===== config.mk =====
export PLATFORM = sky130hd
export DESIGN_NAME = ps2_mouse_top
export DESIGN_NICKNAME = d
export VERILOG_FILES = /design/src/rtl/ps2_pkg.sv /design/src/rtl/ps2_mouse_top.sv /design/src/rtl/ps2_apb_regs.sv /design/src/rtl/ps2_report_accum.sv /design/src/rtl/ps2_host_fsm.sv /design/src/rtl/ps2_line_timer.sv /design/src/rtl/ps2_frame_shifter.sv
export SDC_FILE = /design/constraint.sdc
export NUM_CORES = 1
export LEC_CHECK = 0
export ABC_AREA = 1
export BUFFER_PORTS_ARGS = -buffer_cell sky130_fd_sc_hd__buf_2
export CAP_MARGIN = 20
export CORE_AREA = 2 2 135 137
export CTS_BUF_LIST = sky130_fd_sc_hd__clkbuf_8
export CTS_CLUSTER_SIZE = 24
export DETAILED_ROUTE_END_ITERATION = 10
export DIE_AREA = 0 0 137 139
export PLACE_DENSITY = 0.81
export SYNTH_ARGS = -nofsm -noshare
export SYNTH_HDL_FRONTEND = slang
export SYNTH_HIERARCHICAL = 1
export SYNTH_SLANG_ARGS = --single-unit

===== constraint.sdc =====
create_clock -name clk -period 3.53 [get_ports clk]
set_input_delay 0.706 -clock clk [delete_from_list [all_inputs] [get_ports clk]]
set_output_delay 0.706 -clock clk [all_outputs]
set_load 0.01 [all_outputs]

===== src/rtl/ps2_pkg.sv =====
package ps2_pkg;

  // one received byte off the wire
  typedef struct packed {
    logic [7:0] data;
    logic       err;  // start, parity, stop or watchdog fault
  } ps2_frame_t;

  typedef logic signed [15:0] pos_t;

  // accumulated pointer state seen by software
  typedef struct packed {
    pos_t       x;
    pos_t       y;
    pos_t       z;
    logic [2:0] btn;  // {middle, right, left}
  } mouse_state_t;

  typedef struct packed {
    logic        psel;
    logic        penable;
    logic        pwrite;
    logic [7:0]  paddr;
    logic [31:0] pwdata;
  } apb_req_t;

  typedef struct packed {
    logic [31:0] prdata;
    logic        pready;
    logic        pslverr;
  } apb_rsp_t;

  // open-drain enables, 1 pulls the line low
  typedef struct packed {
    logic clk_oe;
    logic dat_oe;
  } ps2_drive_t;

  // wheel unlock: rate 200, 100, 80, then enable reporting
  localparam int INIT_LEN = 7;
  localparam logic [0:INIT_LEN-1][7:0] INIT_SEQ = {
    8'hF3, 8'hC8, 8'hF3, 8'h64, 8'hF3, 8'h50, 8'hF4
  };
  localparam logic [7:0] ACK_BYTE = 8'hFA;

  localparam logic [7:0] REG_STATUS = 8'h00;
  localparam logic [7:0] REG_CTRL   = 8'h04;
  localparam logic [7:0] REG_X      = 8'h08;
  localparam logic [7:0] REG_Y      = 8'h0C;
  localparam logic [7:0] REG_Z      = 8'h10;
  localparam logic [7:0] REG_BTN    = 8'h14;
  localparam logic [7:0] REG_ERR    = 8'h18;

  // apb response codes
  localparam logic RESP_OKAY   = 1'b0;
  localparam logic RESP_SLVERR = 1'b1;

endpackage

===== src/rtl/ps2_mouse_top.sv =====
`timescale 1ns/10ps
module ps2_mouse_top #(
  parameter bit wheel_ena       = 1'b1,
  parameter int hold_cycles     = 5000,   // ~100 us at 50 MHz
  parameter int watchdog_cycles = 20000,
  parameter int filter_len      = 4
) (
  input  logic                clk,
  input  logic                arst_n,
  input  ps2_pkg::apb_req_t   apb_req,
  output ps2_pkg::apb_rsp_t   apb_rsp,
  input  logic                ps2_clk,
  input  logic                ps2_dat,
  output ps2_pkg::ps2_drive_t drive
);
  import ps2_pkg::*;

  logic         tx_start, tx_done, ack_ok, hold_start, hold_done;
  logic [7:0]   tx_byte;
  logic         clk_edge, in_frame, wd_expired;
  logic         rx_valid;
  ps2_frame_t   rx_frame;
  logic         run, init_fail, restart, clear;
  logic         new_report, err_inc;
  mouse_state_t state;

  ps2_frame_shifter #(.filter_len(filter_len)) u_shifter (
    .clk, .arst_n, .ps2_clk, .ps2_dat, .tx_start, .tx_byte, .hold_done, .wd_expired,
    .drive, .clk_edge, .in_frame, .rx_valid, .rx_frame, .tx_done, .ack_ok
  );

  ps2_line_timer #(.hold_cycles(hold_cycles), .watchdog_cycles(watchdog_cycles)) u_timer (
    .clk, .arst_n, .hold_start, .clk_edge, .in_frame, .hold_done, .wd_expired
  );

  ps2_host_fsm u_fsm (
    .clk, .arst_n, .restart, .rx_valid, .rx_frame, .tx_done, .ack_ok, .wd_expired,
    .hold_start, .tx_start, .tx_byte, .run, .init_fail
  );

  ps2_report_accum #(.wheel_ena(wheel_ena)) u_accum (
    .clk, .arst_n, .run, .clear, .rx_valid, .rx_frame, .state, .new_report, .err_inc
  );

  ps2_apb_regs u_regs (
    .clk, .arst_n, .apb_req, .apb_rsp, .state, .new_report, .run, .err_inc, .init_fail,
    .clear, .restart
  );

endmodule


===== src/rtl/ps2_apb_regs.sv =====
`timescale 1ns/10ps
module ps2_apb_regs (
  input  logic                  clk,
  input  logic                  arst_n,
  input  ps2_pkg::apb_req_t     apb_req,
  output ps2_pkg::apb_rsp_t     apb_rsp,
  input  ps2_pkg::mouse_state_t state,
  input  logic                  new_report,
  input  logic                  run,
  input  logic                  err_inc,
  input  logic                  init_fail,
  output logic                  clear,
  output logic                  restart
);
  import ps2_pkg::*;

  logic        access;    // apb access phase
  logic        wr;
  logic        mapped;
  logic [31:0] rd_data;
  logic        new_flag;  // sticky report flag
  logic [15:0] err_cnt;

  assign access = apb_req.psel & apb_req.penable;
  assign wr     = access & apb_req.pwrite;

  always_comb begin
    rd_data = '0;
    mapped  = 1'b1;
    case (apb_req.paddr)
      REG_STATUS: rd_data = {30'b0, new_flag, run};
      REG_CTRL:   rd_data = '0;  // pulses only, reads back 0
      REG_X:      rd_data = {{16{state.x[15]}}, state.x};
      REG_Y:      rd_data = {{16{state.y[15]}}, state.y};
      REG_Z:      rd_data = {{16{state.z[15]}}, state.z};
      REG_BTN:    rd_data = {29'b0, state.btn};
      REG_ERR:    rd_data = {16'b0, err_cnt};
      default:    mapped  = 1'b0;
    endcase
  end

  assign apb_rsp.prdata  = (apb_req.psel && !apb_req.pwrite) ? rd_data : '0;
  assign apb_rsp.pready  = 1'b1;  // zero wait states
  assign apb_rsp.pslverr = (access && !mapped) ? RESP_SLVERR : RESP_OKAY;

  always_ff @(posedge clk or negedge arst_n) begin
    if (!arst_n) begin
      new_flag <= 1'b0;
      err_cnt  <= '0;
      clear    <= 1'b0;
      restart  <= 1'b0;
    end else begin
      clear   <= wr & (apb_req.paddr == REG_CTRL) & apb_req.pwdata[1];
      restart <= wr & (apb_req.paddr == REG_CTRL) & apb_req.pwdata[0];
      // a fresh report wins over a clear in the same cycle
      if (new_report) new_flag <= 1'b1;
      else if (wr && apb_req.paddr == REG_STATUS && apb_req.pwdata[1]) new_flag <= 1'b0;
      err_cnt <= err_cnt + {15'b0, err_inc} + {15'b0, init_fail};
    end
  end

endmodule


===== src/rtl/ps2_report_accum.sv =====
`timescale 1ns/10ps
module ps2_report_accum #(
  parameter bit wheel_ena = 1'b1
) (
  input  logic                  clk,
  input  logic                  arst_n,
  input  logic                  run,
  input  logic                  clear,
  input  logic                  rx_valid,
  input  ps2_pkg::ps2_frame_t   rx_frame,
  output ps2_pkg::mouse_state_t state,
  output logic                  new_report,
  output logic                  err_inc
);
  import ps2_pkg::*;

  localparam logic [1:0] LAST = wheel_ena ? 2'd3 : 2'd2;  // index of final byte

  logic [1:0] cnt;         // bytes collected so far
  logic [7:0] b0, b1, b2;  // earlier packet bytes
  logic [7:0] pb2, pb3;    // bytes 2 and 3 as seen when packet completes
  logic       take;        // clean byte in run mode
  pos_t       dx, dy, dz;
  pos_t       x, y, z;
  logic [2:0] btn;

  assign take = rx_valid & run & ~rx_frame.err;
  assign pb2  = wheel_ena ? b2 : rx_frame.data;
  assign pb3  = wheel_ena ? rx_frame.data : 8'h00;

  // byte 0: {y ovf, x ovf, y sign, x sign, 1, m, r, l}
  assign dx = b0[6] ? '0 : {{8{b0[4]}}, b1};
  assign dy = b0[7] ? '0 : {{8{b0[5]}}, pb2};
  assign dz = {{12{pb3[3]}}, pb3[3:0]};  // zero on 3-byte mice

  assign new_report = take & (cnt == LAST);
  assign err_inc    = rx_valid & run & rx_frame.err;

  always_ff @(posedge clk or negedge arst_n) begin
    if (!arst_n) begin
      cnt <= '0;
      x   <= '0;
      y   <= '0;
      z   <= '0;
      btn <= '0;
    end else begin
      if (!run || err_inc) cnt <= '0;  // drop partial packet
      else if (take) begin
        if (cnt == 2'd0 && !rx_frame.data[3]) cnt <= '0;  // out of step, wait for sync bit
        else if (cnt == LAST) cnt <= '0;
        else cnt <= cnt + 2'd1;
      end
      if (clear) begin
        x   <= '0;
        y   <= '0;
        z   <= '0;
        btn <= '0;
      end else if (new_report) begin
        x   <= x + dx;
        y   <= y - dy;  // device y grows upward
        z   <= z + dz;
        btn <= b0[2:0];
      end
    end
  end

  always_ff @(posedge clk) begin
    if (take) begin
      case (cnt)
        2'd0:    b0 <= rx_frame.data;
        2'd1:    b1 <= rx_frame.data;
        default: b2 <= rx_frame.data;
      endcase
    end
  end

  assign state = '{x: x, y: y, z: z, btn: btn};

endmodule


===== src/rtl/ps2_host_fsm.sv =====
`timescale 1ns/10ps
module ps2_host_fsm (
  input  logic                clk,
  input  logic                arst_n,
  input  logic                restart,
  input  logic                rx_valid,
  input  ps2_pkg::ps2_frame_t rx_frame,
  input  logic                tx_done,
  input  logic                ack_ok,
  input  logic                wd_expired,
  output logic                hold_start,
  output logic                tx_start,
  output logic [7:0]          tx_byte,
  output logic                run,
  output logic                init_fail
);
  import ps2_pkg::*;

  typedef enum logic [2:0] {IDLE, HOLD, SEND, WAIT_ACK, RUN} state_t;

  state_t     state;
  logic [2:0] idx;  // position in INIT_SEQ

  assign hold_start = (state == HOLD);  // timer and shifter start together
  assign tx_start   = (state == HOLD);
  assign tx_byte    = INIT_SEQ[idx];
  assign run        = (state == RUN);

  always_ff @(posedge clk or negedge arst_n) begin
    if (!arst_n) begin
      state     <= IDLE;
      idx       <= '0;
      init_fail <= 1'b0;
    end else begin
      init_fail <= 1'b0;
      if (restart) begin
        state <= IDLE;
      end else begin
        case (state)
          IDLE: begin
            idx   <= '0;
            state <= HOLD;
          end
          HOLD: state <= SEND;
          SEND: begin
            if (wd_expired || (tx_done && !ack_ok)) begin
              init_fail <= 1'b1;  // no ack bit, start over
              state     <= IDLE;
            end else if (tx_done) begin
              state <= WAIT_ACK;
            end
          end
          WAIT_ACK: begin
            if (wd_expired || (rx_valid && (rx_frame.err || rx_frame.data != ACK_BYTE))) begin
              init_fail <= 1'b1;
              state     <= IDLE;
            end else if (rx_valid) begin
              if (idx == 3'(INIT_LEN - 1)) begin
                state <= RUN;  // reporting enabled
              end else begin
                idx   <= idx + 3'd1;
                state <= HOLD;
              end
            end
          end
          RUN:     state <= RUN;
          default: state <= IDLE;
        endcase
      end
    end
  end

endmodule


===== src/rtl/ps2_line_timer.sv =====
`timescale 1ns/10ps
module ps2_line_timer #(
  parameter int hold_cycles     = 5000,
  parameter int watchdog_cycles = 20000
) (
  input  logic clk,
  input  logic arst_n,
  input  logic hold_start,
  input  logic clk_edge,
  input  logic in_frame,
  output logic hold_done,
  output logic wd_expired
);

  localparam int MAX_CYC = (hold_cycles > watchdog_cycles) ? hold_cycles : watchdog_cycles;
  localparam int CW      = $clog2(MAX_CYC + 1);

  logic [CW-1:0] cnt;
  logic          hold_act;  // counting the request hold

  // hold and watchdog never run together, clock is ours during the hold
  assign hold_done  = hold_act & (cnt == CW'(hold_cycles - 1));
  assign wd_expired = ~hold_act & in_frame & (cnt == CW'(watchdog_cycles - 1));

  always_ff @(posedge clk or negedge arst_n) begin
    if (!arst_n) begin
      cnt      <= '0;
      hold_act <= 1'b0;
    end else if (hold_start) begin
      cnt      <= '0;
      hold_act <= 1'b1;
    end else if (hold_act) begin
      if (hold_done) begin
        hold_act <= 1'b0;
        cnt      <= '0;
      end else begin
        cnt <= cnt + CW'(1);
      end
    end else if (in_frame && !clk_edge && !wd_expired) begin
      cnt <= cnt + CW'(1);  // time since last fall
    end else begin
      cnt <= '0;
    end
  end

endmodule


===== src/rtl/ps2_frame_shifter.sv =====
`timescale 1ns/10ps
module ps2_frame_shifter #(
  parameter int filter_len = 4
) (
  input  logic                clk,
  input  logic                arst_n,
  input  logic                ps2_clk,
  input  logic                ps2_dat,
  input  logic                tx_start,
  input  logic [7:0]          tx_byte,
  input  logic                hold_done,
  input  logic                wd_expired,
  output ps2_pkg::ps2_drive_t drive,
  output logic                clk_edge,
  output logic                in_frame,
  output logic                rx_valid,
  output ps2_pkg::ps2_frame_t rx_frame,
  output logic                tx_done,
  output logic                ack_ok
);

  logic [1:0]            clk_sync;  // two-flop synchronizers
  logic [1:0]            dat_sync;
  logic [filter_len-1:0] filt;      // history of clock samples
  logic                  clk_f;     // debounced clock level
  logic                  fall;
  logic                  holding;   // clock pulled low for request
  logic                  tx_mode;
  logic [3:0]            bit_cnt;   // falls seen in this frame
  logic [10:0]           rx_sh;
  logic [10:0]           rx_word;   // frame including the bit on the wire now
  logic [10:0]           tx_sh;     // {stop, parity, data, start}, lsb on the wire
  logic                  frame_bad;

  always_ff @(posedge clk or negedge arst_n) begin
    if (!arst_n) begin
      clk_sync <= 2'b11;
      dat_sync <= 2'b11;
      filt     <= '1;
      clk_f    <= 1'b1;
    end else begin
      clk_sync <= {clk_sync[0], ps2_clk};
      dat_sync <= {dat_sync[0], ps2_dat};
      filt     <= (filt << 1) | filter_len'(clk_sync[1]);
      if (filt == '0) clk_f <= 1'b0;
      else if (filt == '1) clk_f <= 1'b1;  // glitches leave level alone
    end
  end

  // a fall counts only after filter_len low samples, never our own hold
  assign fall     = clk_f & (filt == '0) & ~holding;
  assign clk_edge = fall;
  assign rx_word  = {dat_sync[1], rx_sh[10:1]};
  // start must be 0, odd parity over data+parity, stop must be 1
  assign frame_bad = rx_word[0] | ~(^rx_word[9:1]) | ~rx_word[10];

  always_ff @(posedge clk or negedge arst_n) begin
    if (!arst_n) begin
      holding  <= 1'b0;
      tx_mode  <= 1'b0;
      bit_cnt  <= '0;
      tx_sh    <= '1;
      rx_valid <= 1'b0;
      tx_done  <= 1'b0;
      ack_ok   <= 1'b0;
    end else begin
      rx_valid <= 1'b0;
      tx_done  <= 1'b0;
      if (wd_expired) begin
        rx_valid <= ~tx_mode & (bit_cnt != 0);  // hand a dead rx frame on as an error
        holding  <= 1'b0;
        tx_mode  <= 1'b0;
        bit_cnt  <= '0;
        tx_sh    <= '1;
      end else if (tx_start) begin
        holding <= 1'b1;
        tx_mode <= 1'b1;
        bit_cnt <= '0;
        tx_sh   <= {1'b1, ~^tx_byte, tx_byte, 1'b0};
      end else if (holding) begin
        if (hold_done) holding <= 1'b0;  // start bit goes out as clock is freed
      end else if (fall) begin
        bit_cnt <= bit_cnt + 4'd1;
        if (tx_mode) begin
          tx_sh <= {1'b1, tx_sh[10:1]};
          if (bit_cnt == 4'd10) begin
            tx_done <= 1'b1;
            ack_ok  <= ~dat_sync[1];  // device pulls data low to ack
            tx_mode <= 1'b0;
            bit_cnt <= '0;
          end
        end else if (bit_cnt == 4'd10) begin
          rx_valid <= 1'b1;
          bit_cnt  <= '0;
        end
      end
    end
  end

  // receive payload
  always_ff @(posedge clk) begin
    if (wd_expired) begin
      rx_frame.err <= 1'b1;
    end else if (fall && !tx_mode) begin
      rx_sh <= rx_word;
      if (bit_cnt == 4'd10) begin
        rx_frame.data <= rx_word[8:1];
        rx_frame.err  <= frame_bad;
      end
    end
  end

  assign in_frame     = (bit_cnt != 0) | (tx_mode & ~holding);
  assign drive.clk_oe = holding;
  assign drive.dat_oe = ~holding & ~tx_sh[0];

endmodule


==> flow_summary.yaml, run 1 <==
global_routing:
  grt_pass1_vias: 8389
  busiest_layer: "met2"
  use_met2: 0.4339
  grt_use_met1: 0.3356
  antenna_found_initial: 0
  grt_max_degree: 51
  grt_overflow: 0
  grt_pass1_wl_um: 39550
  track_usage: 0.2608
  grt_use_met3: 0.04825
power:
  peakVddDrop_v: 0.0004245
  p_clk_frac: 0.307
  p_int_mw: 2.948
  powerDensity_nw_per_um2: 383.1
  comb_power_share: 0.191
  p_sw_frac: 0.3289
  switchingPower_mw: 1.445
  share_seq_of_total_power: 0.502
  p_leak_nw: 5.800
routing:
  antenna_left: 0
  drc_errors: 0
  drt-initial-drc-count: 664
  detail_route.first_pass.iterations: 6
  wl_per_cell_um: 14.45
  vias: 9021
  vias_per_cell: 5.441
  wirelength_um: 23970
timing:
  setup_viol: 0
  drv_slew: 0
  slew_headroom: 0.3958
  setup_ws_ns: 0.6293
  min_period_ns: 2.901
  grt_setup_unrepaired: "false"
  hold_viol: 0
  setup_tns_ns: 0
  max_slew.worst_pin.slew_ns: 0.9049
  period_share: 0.8217
  fin_worst_skew_ns: 0.01364
  fmax_mhz: 344.7
job:
  cap_violations: 0
yosys:
  async_flop_share: 0.7455
  ys_top_cells_by_area: "dfrtp_1, nand2_1, edfxtp_1"
  synthCells: 1380
  synth_top_flop_cell: "dfrtp_1"
  ys_types: 53
  yosysSeqAreaShare: 0.4035
  synth_top_area_cell: "dfrtp_1"
  yosysWarningCount: 6
  synth_top_cell_area_share: 0.2412
  synth.net_count: 1487
  synth_edf_count: 41
  synth_seq_cells: 165
  syn-cell-area_um2: 10790
  postSynthAreaPerCell_um2: 7.817
finish:
  nets: 1523
  drive_above_1_share: 0.1421
  syn_to_final_growth_pct: 6.297
  utilization: 0.6494
  antenna_cells: 0
  layout_commonest_cell: "nand2_1"
  finalNonFillerCells: 1658
  n_fill_cell: 1507
  final_cell_mix: "nand2_1, nor2_1, inv_1"
critical_path:
  end_kind: "output pin"
  setup.worst_path.class: "in2out"
  crit_path_start_kind: "primary input"
  cp_num_buf_inv: 4
  slowest_stage: "nor2_4"
  path_cells: "buf_2 > inv_1 > nand3_2 > nor2_4 > nand2_1 > nand3_1 > nand3_1 > inv_1 > buf_2"
  cp_slowest_stage_delay_ns: 0.38
  crit_arrival_ns: 2.19
  path_delay_family: "simple AND/OR/NAND/NOR gates"
  cp_max_fo: 16
  worst_ep_required_time_ns: 2.82
floorplanning:
  core.rowCount: 49
  die_x_um: 137
  start_util: 0.6110
  die_h_um: 139
  io_pins: 83
  core_area_um2: 17660
  die_area_um2: 19040
clock_tree:
  ctsHoldBuffers: 0
  clockBufferDepth: 2
  root_buffer: "clkbuf_8"
  cts_tree: "yes"
  htreeDepth: 4
  clk_pin_slew_ns: 0.10
  cts_num_sinks: 165
  cts-resized-gates: 0
  numCtsBuffers: 17
  clock_latency_ns: 0.47
  cts_setup_buffers: 0
place:
  port_buffers: 51
  dpl.hpwl_um: 17640
  routabilityCongestion: 0.9308
  placed_cells: 1626
  pre_cts_slack_ns: 0.6371
worst_hold_path:
  min_path_type: "in2async"
status:
  run_status: "complete, no violations"
[logic make-up (layout without fill, tap and decap cells)]
logic type	Yosys count	after routing	share of synthesized area
AND/OR/NAND/NOR	745	745	0.3162
AO/OA/AOI/OAI	173	173	0.09221
other	2	2	0.0006962
flip-flops	165	165	0.4035
adder cells (fa/ha/maj)	60	60	0.07237
XOR/XNOR	38	38	0.03085
buffers and inverters	197	246	0.08420
[worst register-to-register path, cell delays in order (launching register included)]
cell	delay [ns]
dfrtp_1	0.43
inv_1	0.10
nand2_1	0.10
nor2_1	0.23
and3_1	0.19
inv_1	0.06
fa_1	0.38
inv_1	0.14
ha_1	0.21
nand3_1	0.17
nor2_1	0.21
nand2_1	0.16
nor3_2	0.16
xor2_1	0.18
[metrics by stage]
stage	area (µm²)	power (mW)	hold WS [ns]
detailed placement	11070	3.084	0.3476
floorplan	10790	2.944	0.3452
CTS	11470	4.433	0.2577
finish	11470	4.393	0.2525
global placement	11070	3.050	0.3476
global route	11470	4.626	0.2821
[cells in the mapped netlist, drive strengths merged, types with 5 or more instances]
library cell	n
a21o	8
a21oi	63
a22o	6
buf	39
dfrtp	104
dfstp	19
edfxtp	41
ha	56
inv	157
nand2	406
nand3	114
nand3b	5
nand4	13
nor2	178
nor3	20
o21ai	59
o21bai	8
o22ai	15
o31ai	6
xnor2	17
xor2	21
[worst paths after layout]
path,startpoint,end,slack (ns),cells after the start
max,apb_req[34],apb_rsp[24],0.63,9
min,arst_n,u_accum/y[12],0.25,1
max reg2reg,u_fsm/state[1],u_regs/err_cnt[14],0.73,13
min reg2reg,u_shifter/clk_sync[0],u_shifter/clk_sync[1],0.36,0
max in group asynchronous,arst_n,u_shifter/tx_sh[2],2.38,2
min in group clk,ps2_clk,u_shifter/clk_sync[0],0.32,1
[routing by layer]
metal	share of wire	vias to the layer above
met5	0	-
li1	-	4547
met4	0.030	0
met2	0.48	247
met3	0.050	37
met1	0.44	4190
[layout make-up]
cell class              count  area, µm²  share of cell area
well taps                 229      286.5             0.02499
inverters                 157      591.8             0.05161
multi-input cells        1018       5527              0.4819
repair buffers             57      315.3             0.02750
clock inverters            15      160.2             0.01397
clock buffers              17      234.0             0.02040
flip-flops and latches    165       4353              0.3796
[power groups by stage]
stage / Combinational [mW] / Sequential, mW / Clock (mW)
floorplan: 0.734 / 2.21 / 0
global placement: 0.812 / 2.24 / 0
detailed placement: 0.842 / 2.24 / 0
CTS: 0.849 / 2.20 / 1.38
global route: 0.951 / 2.22 / 1.45
finish: 0.840 / 2.21 / 1.35
[sequential cells by signal, indices dropped and copies added, names as in the netlist, 7 cells and up]
register and cells:
u_accum/b0 7, u_accum/b1 8, u_accum/b2 8, u_accum/x 16, u_accum/y 16, u_accum/z 16, u_regs/err_cnt 16, u_shifter/rx_frame 9
u_shifter/rx_sh 10, u_shifter/tx_sh 10, u_timer/cnt 15
(Power assumes the default switching activity.)
==> inputs of run 2 (changes only) <==
==> constraint.sdc (replaced) <==
create_clock -name clk -period 2.7 [get_ports clk]
set_input_delay 0.54 -clock clk [delete_from_list [all_inputs] [get_ports clk]]
set_output_delay 0.54 -clock clk [all_outputs]
set_load 0.01 [all_outputs]
==> flow_summary.yaml, run 2 (synthesis gave the netlist of run 1 again) <==
status:
  run_status: "complete, no violations"
finish:
  drive_above_1_share: 0.1454
  layout.area.seq_um2: 4353
  antenna_cells: 0
  layout_commonest_cell: "nand2_1"
  syn_to_final_growth_pct: 6.750
  multi_input_area_um2: 5529
  utilization: 0.6522
  finalNonFillerCells: 1666
  n_fill_cell: 1512
  final_cell_mix: "nand2_1, inv_1, nor2_1"
  nets: 1531
routing:
  detail_route.first_pass.iterations: 5
  vias: 8993
  vias_per_cell: 5.398
  antenna_left: 0
  wl_per_cell_um: 14.08
  wirelength_um: 23460
  drc_errors: 0
  drt-initial-drc-count: 574
power:
  p_sw_frac: 0.3135
  p_leak_nw: 5.847
  powerDensity_nw_per_um2: 494.0
  comb_power_share: 0.192
  peakVddDrop_v: 0.0008110
  p_int_mw: 3.905
  p_clk_frac: 0.300
  share_seq_of_total_power: 0.507
  switchingPower_mw: 1.783
  finalPower_mw: 5.689
critical_path:
  r2r-start: "u_shifter/bit_cnt[1]"
  rrSetupSlack_ns: 0.16
  worst_ep_required_time_ns: 2.80
  setup.worst_path.class: "reg2reg"
  end_kind: "flip-flop"
  crit_arrival_ns: 2.65
  cp_max_fo: 11
  startpoint: "u_shifter/bit_cnt[1]"
  crit_path_start_kind: "flip-flop"
place:
  dpl.hpwl_um: 17690
  port_buffers: 51
  placed_cells: 1634
  pre_cts_slack_ns: 0.1709
  routabilityCongestion: 0.9279
floorplanning:
  io_pins: 83
  die_area_um2: 19040
  core.rowCount: 49
  die_h_um: 139
  die_x_um: 137
  core_area_um2: 17660
  start_util: 0.6110
global_routing:
  use_met2: 0.4187
  grt_use_met1: 0.3340
  grt_use_met3: 0.05227
  antenna_found_initial: 1
  grt_pass1_wl_um: 39240
  grt_overflow: 0
  busiest_layer: "met2"
  grt_max_degree: 49
  grt_pass1_vias: 8332
  track_usage: 0.2583
timing:
  period_share: 0.9411
  setup_viol: 0
  grt_setup_unrepaired: "true"
  fin_worst_skew_ns: 0.01233
  hold_viol: 0
  max_slew.worst_pin.slew_ns: 0.8595
  setup_ws_ns: 0.1590
  drv_slew: 0
  slew_headroom: 0.4270
  min_period_ns: 2.541
  fmax_mhz: 393.6
clock_tree:
  clk_pin_slew_ns: 0.09
  clockBufferDepth: 2
  cts_tree: "yes"
  cts_setup_buffers: 0
  clock_latency_ns: 0.47
  numCtsBuffers: 17
  root_buffer: "clkbuf_8"
  cts_num_sinks: 165
  htreeDepth: 4
job:
  cap_violations: 0
worst_hold_path:
  min_path_type: "in2async"
run 2: final timing paths:
path | end | cells past startpoint
setup / recovery | u_shifter/rx_sh[5] | 9
hold / removal | u_accum/z[11] | 1
setup reg to reg | u_shifter/rx_sh[5] | 9
hold reg to reg | u_shifter/filt[0] | 0
max in group asynchronous | u_shifter/tx_sh[1] | 2
min in group clk | u_shifter/clk_sync[0] | 1
run 2: layout make-up:
cell class / instances / share of cell area
Clock buffer: 17 / 0.02032
Multi-Input combinational cell: 1018 / 0.4801
Clock inverter: 15 / 0.01163
Inverter: 157 / 0.05139
Sequential cell: 165 / 0.3780
Tap cell: 229 / 0.02488
Timing Repair Buffer: 65 / 0.03368
run 2: metrics by stage:
step / TNS [ns] / instance area, µm² / hold slack [ns]
2_1_floorplan: 0 / 10790 / 0.2444
3_3_place_gp: 0 / 11150 / 0.3470
3_5_place_dp: 0 / 11150 / 0.3476
4_1_cts: 0 / 11510 / 0.04463
5_1_grt: -0.2839 / 11520 / 0.06312
6_report: 0 / 11520 / 0.03628
run 2: per-layer routing:
metal,up-vias,wire (µm)
li1,4553,-
met2,222,11150
met1,4164,10330
met4,0,899
met5,-,0
met3,54,1076
run 2: repair_timing:
action,CTS,global route
hold buffers,0,0
setup endpoints to repair,0,13
resized for setup,0,1
run 2: critical path, stage by stage (launching register included):
cell	delay [ns]
dfrtp_1	0.43
inv_1	0.11
ha_1	0.15
nand3_1	0.09
o21bai_1	0.22
nand3_1	0.12
nor2_1	0.06
nand3_2	0.10
inv_1	0.22
nor2_1	0.68
run 2: power groups by stage:
stage               Clock, mW  Sequential, mW  Combinational (mW)
detailed placement          0            2.94                1.10
floorplan                   0            2.89               0.960
CTS                      1.75            2.89                1.10
global placement            0            2.93                1.07
global route             1.84            2.91                1.24
finish                   1.71            2.89                1.10
==> inputs of run 3 (changes only) <==
--- a/config.mk
+++ b/config.mk
@@ -5,14 +5,13 @@
 export SDC_FILE = /design/constraint.sdc
 export NUM_CORES = 1
 export LEC_CHECK = 0
-export ABC_AREA = 1
 export BUFFER_PORTS_ARGS = -buffer_cell sky130_fd_sc_hd__buf_2
 export CAP_MARGIN = 20
-export CORE_AREA = 2 2 135 137
+export CORE_AREA = 2 2 133 135
 export CTS_BUF_LIST = sky130_fd_sc_hd__clkbuf_8
 export CTS_CLUSTER_SIZE = 24
 export DETAILED_ROUTE_END_ITERATION = 10
-export DIE_AREA = 0 0 137 139
+export DIE_AREA = 0 0 135 137
 export PLACE_DENSITY = 0.81
 export SYNTH_ARGS = -nofsm -noshare
 export SYNTH_HDL_FRONTEND = slang
==> flow_summary.yaml, run 3 <==
routing:
  wl_per_cell_um: 18.10
  detail_route.first_pass.iterations: 5
  antenna_left: 0
  drt-initial-drc-count: 614
  vias: 8651
  drc_errors: 0
  wirelength_um: 25320
  vias_per_cell: 6.184
finish:
  antenna_cells: 0
  nets: 1268
  layout_commonest_cell: "dfrtp_1"
  finalNonFillerCells: 1399
  final_cell_mix: "dfrtp_1, nand2_1, nor2_1"
  syn_to_final_growth_pct: 14.55
  fin_area_um2: 11910
  utilization: 0.6981
  drive_above_1_share: 0.2104
critical_path:
  worst_ep_required_time_ns: 2.16
  crit_path_end: "apb_rsp[3]"
  startpoint: "apb_req[38]"
  crit_path_start_kind: "primary input"
  rrSetupSlack_ns: 0.09
  timing.rr.end: "u_accum/y[10]"
  cp_max_fo: 6
  setup.worst_path.class: "in2out"
  crit_arrival_ns: 2.33
  r2r-start: "u_accum/b0[7]"
  end_kind: "output pin"
  reg2reg_depth: 12
yosys:
  yosysMostFrequentCell: "dfrtp_1"
  synth_edf_count: 41
  ys_top_cells_by_area: "dfrtp_1, edfxtp_1, ha_1"
  yosysWarningCount: 6
  synth_top_cell_area_share: 0.2504
  async_flop_share: 0.7455
  yosysSeqAreaShare: 0.4188
  synth_top_area_cell: "dfrtp_1"
  postSynthAreaPerCell_um2: 9.607
  synth.net_count: 1189
  synth_seq_cells: 165
  syn-cell-area_um2: 10390
  synth_top_flop_cell: "dfrtp_1"
  synthCells: 1082
  synth.top_cells.by_count: "dfrtp_1, nand2_1, nor2_1"
  ys_types: 90
power:
  powerDensity_nw_per_um2: 399.8
  p_leak_nw: 5.169
  peakVddDrop_v: 0.0003870
status:
  violations: "negative setup slack"
  run_status: "complete, but fails checks"
timing:
  period_share: 1.063
  grt_setup_unrepaired: "true"
  setup_viol: 12
  setup_ws_ns: -0.1689
  fin_worst_skew_ns: 0.01905
  slew_headroom: 0.6229
  drv_slew: 0
  fmax_mhz: 348.6
  max_slew.worst_pin.slew_ns: 0.5619
  hold_slack_ns: 0.03151
  hold_viol: 0
  min_period_ns: 2.869
floorplanning:
  core_area_um2: 17060
  die_area_um2: 18500
  die_h_um: 137
  io_pins: 83
  core.rowCount: 48
  start_util: 0.6094
  die_x_um: 135
place:
  routabilityCongestion: 0.9511
  pre_cts_slack_ns: -0.08840
  port_buffers: 51
  dpl.hpwl_um: 17740
  dpl_cell_area_um2: 11140
  placed_cells: 1357
clock_tree:
  ctsHoldBuffers: 0
  cts_tree: "yes"
  htreeDepth: 4
  cts_num_sinks: 165
  clockBufferDepth: 2
  clk_pin_slew_ns: 0.09
  numCtsBuffers: 17
  clock_latency_ns: 0.48
  root_buffer: "clkbuf_8"
global_routing:
  grt_max_degree: 58
  grt_overflow: 0
  track_usage: 0.2746
  grt_pass1_vias: 8101
  antenna_found_initial: 0
  grt_pass1_wl_um: 39740
job:
  cap_violations: 0
worst_hold_path:
  min_path_type: "in2async"
-- run 3: cell types whose count changed in the layout (fill, tap and decap cells not counted), sizes merged, moves of 53 or more --
cell | previous run | this run
nand2 | 406 | 92
nand3 | 114 | 45
inv | 165 | 54
nor2 | 178 | 79
buf | 65 | 118
-- run 3: logic make-up (layout without fill, tap and decap cells) --
family | count (synthesis) | after routing | share of synthesized area
compound gates | 252 | 253 | 0.1661
xor+xnor | 62 | 62 | 0.05356
fa+ha+maj | 60 | 60 | 0.07511
buf+inv | 107 | 198 | 0.04815
flops | 165 | 165 | 0.4188
mux | 22 | 22 | 0.02263
other cells | 2 | 2 | 0.0007225
simple gates | 412 | 412 | 0.2150
-- run 3: worst max-delay path: stages --
cell and delay [ns]:
buf_6 0.09, or4_4 0.61, buf_6 0.16, nor3_4 0.26, buf_6 0.20, nand2_2 0.06
a31oi_2 0.22, buf_2 0.18
-- run 3: layout make-up --
class	count	area [µm²]
clock buffer	17	234.0
clock inverter	15	162.7
fill	1243	5149
inverter	47	176.4
multi-input combinational	811	5776
sequential	165	4354
tap	225	281.5
timing repair buffer	119	923.4
-- run 3: worst min path at each step --
stage | slack (ns) | end | depth (start not counted)
2_1_floorplan | 0.24 | u_accum/btn[0] | 0
3_3_place_gp | 0.35 | u_shifter/filt[0] | 0
3_5_place_dp | 0.35 | u_shifter/filt[0] | 0
4_1_cts | 0.03 | u_accum/cnt[0] | 1
5_1_grt | 0.05 | u_accum/cnt[0] | 1
6_report | 0.03 | u_accum/y[1] | 1
-- run 3: repair_timing --
item / 4_1_cts / 5_1_grt
hold endpoints to repair: 0 / 0
pin swaps: 1 / 14
endpoints found under the setup margin: 4 / 41
cloned: 0 / 2
buffers inserted: 0 / 7
gates resized for setup: 2 / 56
-- run 3: routing by layer --
layer	wire, µm	global-route usage	vias up
li1	-	-	4063
met1	10450	0.3497	4160
met2	12410	0.4656	361
met3	1601	0.05444	67
met4	859	0.1042	0
met5	0	0	-
-- run 3: through the flow --
stage	power [mW]	TNS, ns
after floorplan	2.903	0
after global placement	3.023	-0.06574
after detailed placement	3.035	-0.1003
after CTS	4.790	-0.03706
after global routing	4.942	-2.254
final	4.760	-1.068
-- run 3: power breakdown --
part	switching, mW	leakage (nW)	internal [mW]	total [mW]
combinational	0.182	2.98	0.130	0.312
clock	1.07	0.200	0.695	1.77
sequential	0.0708	1.99	2.61	2.68
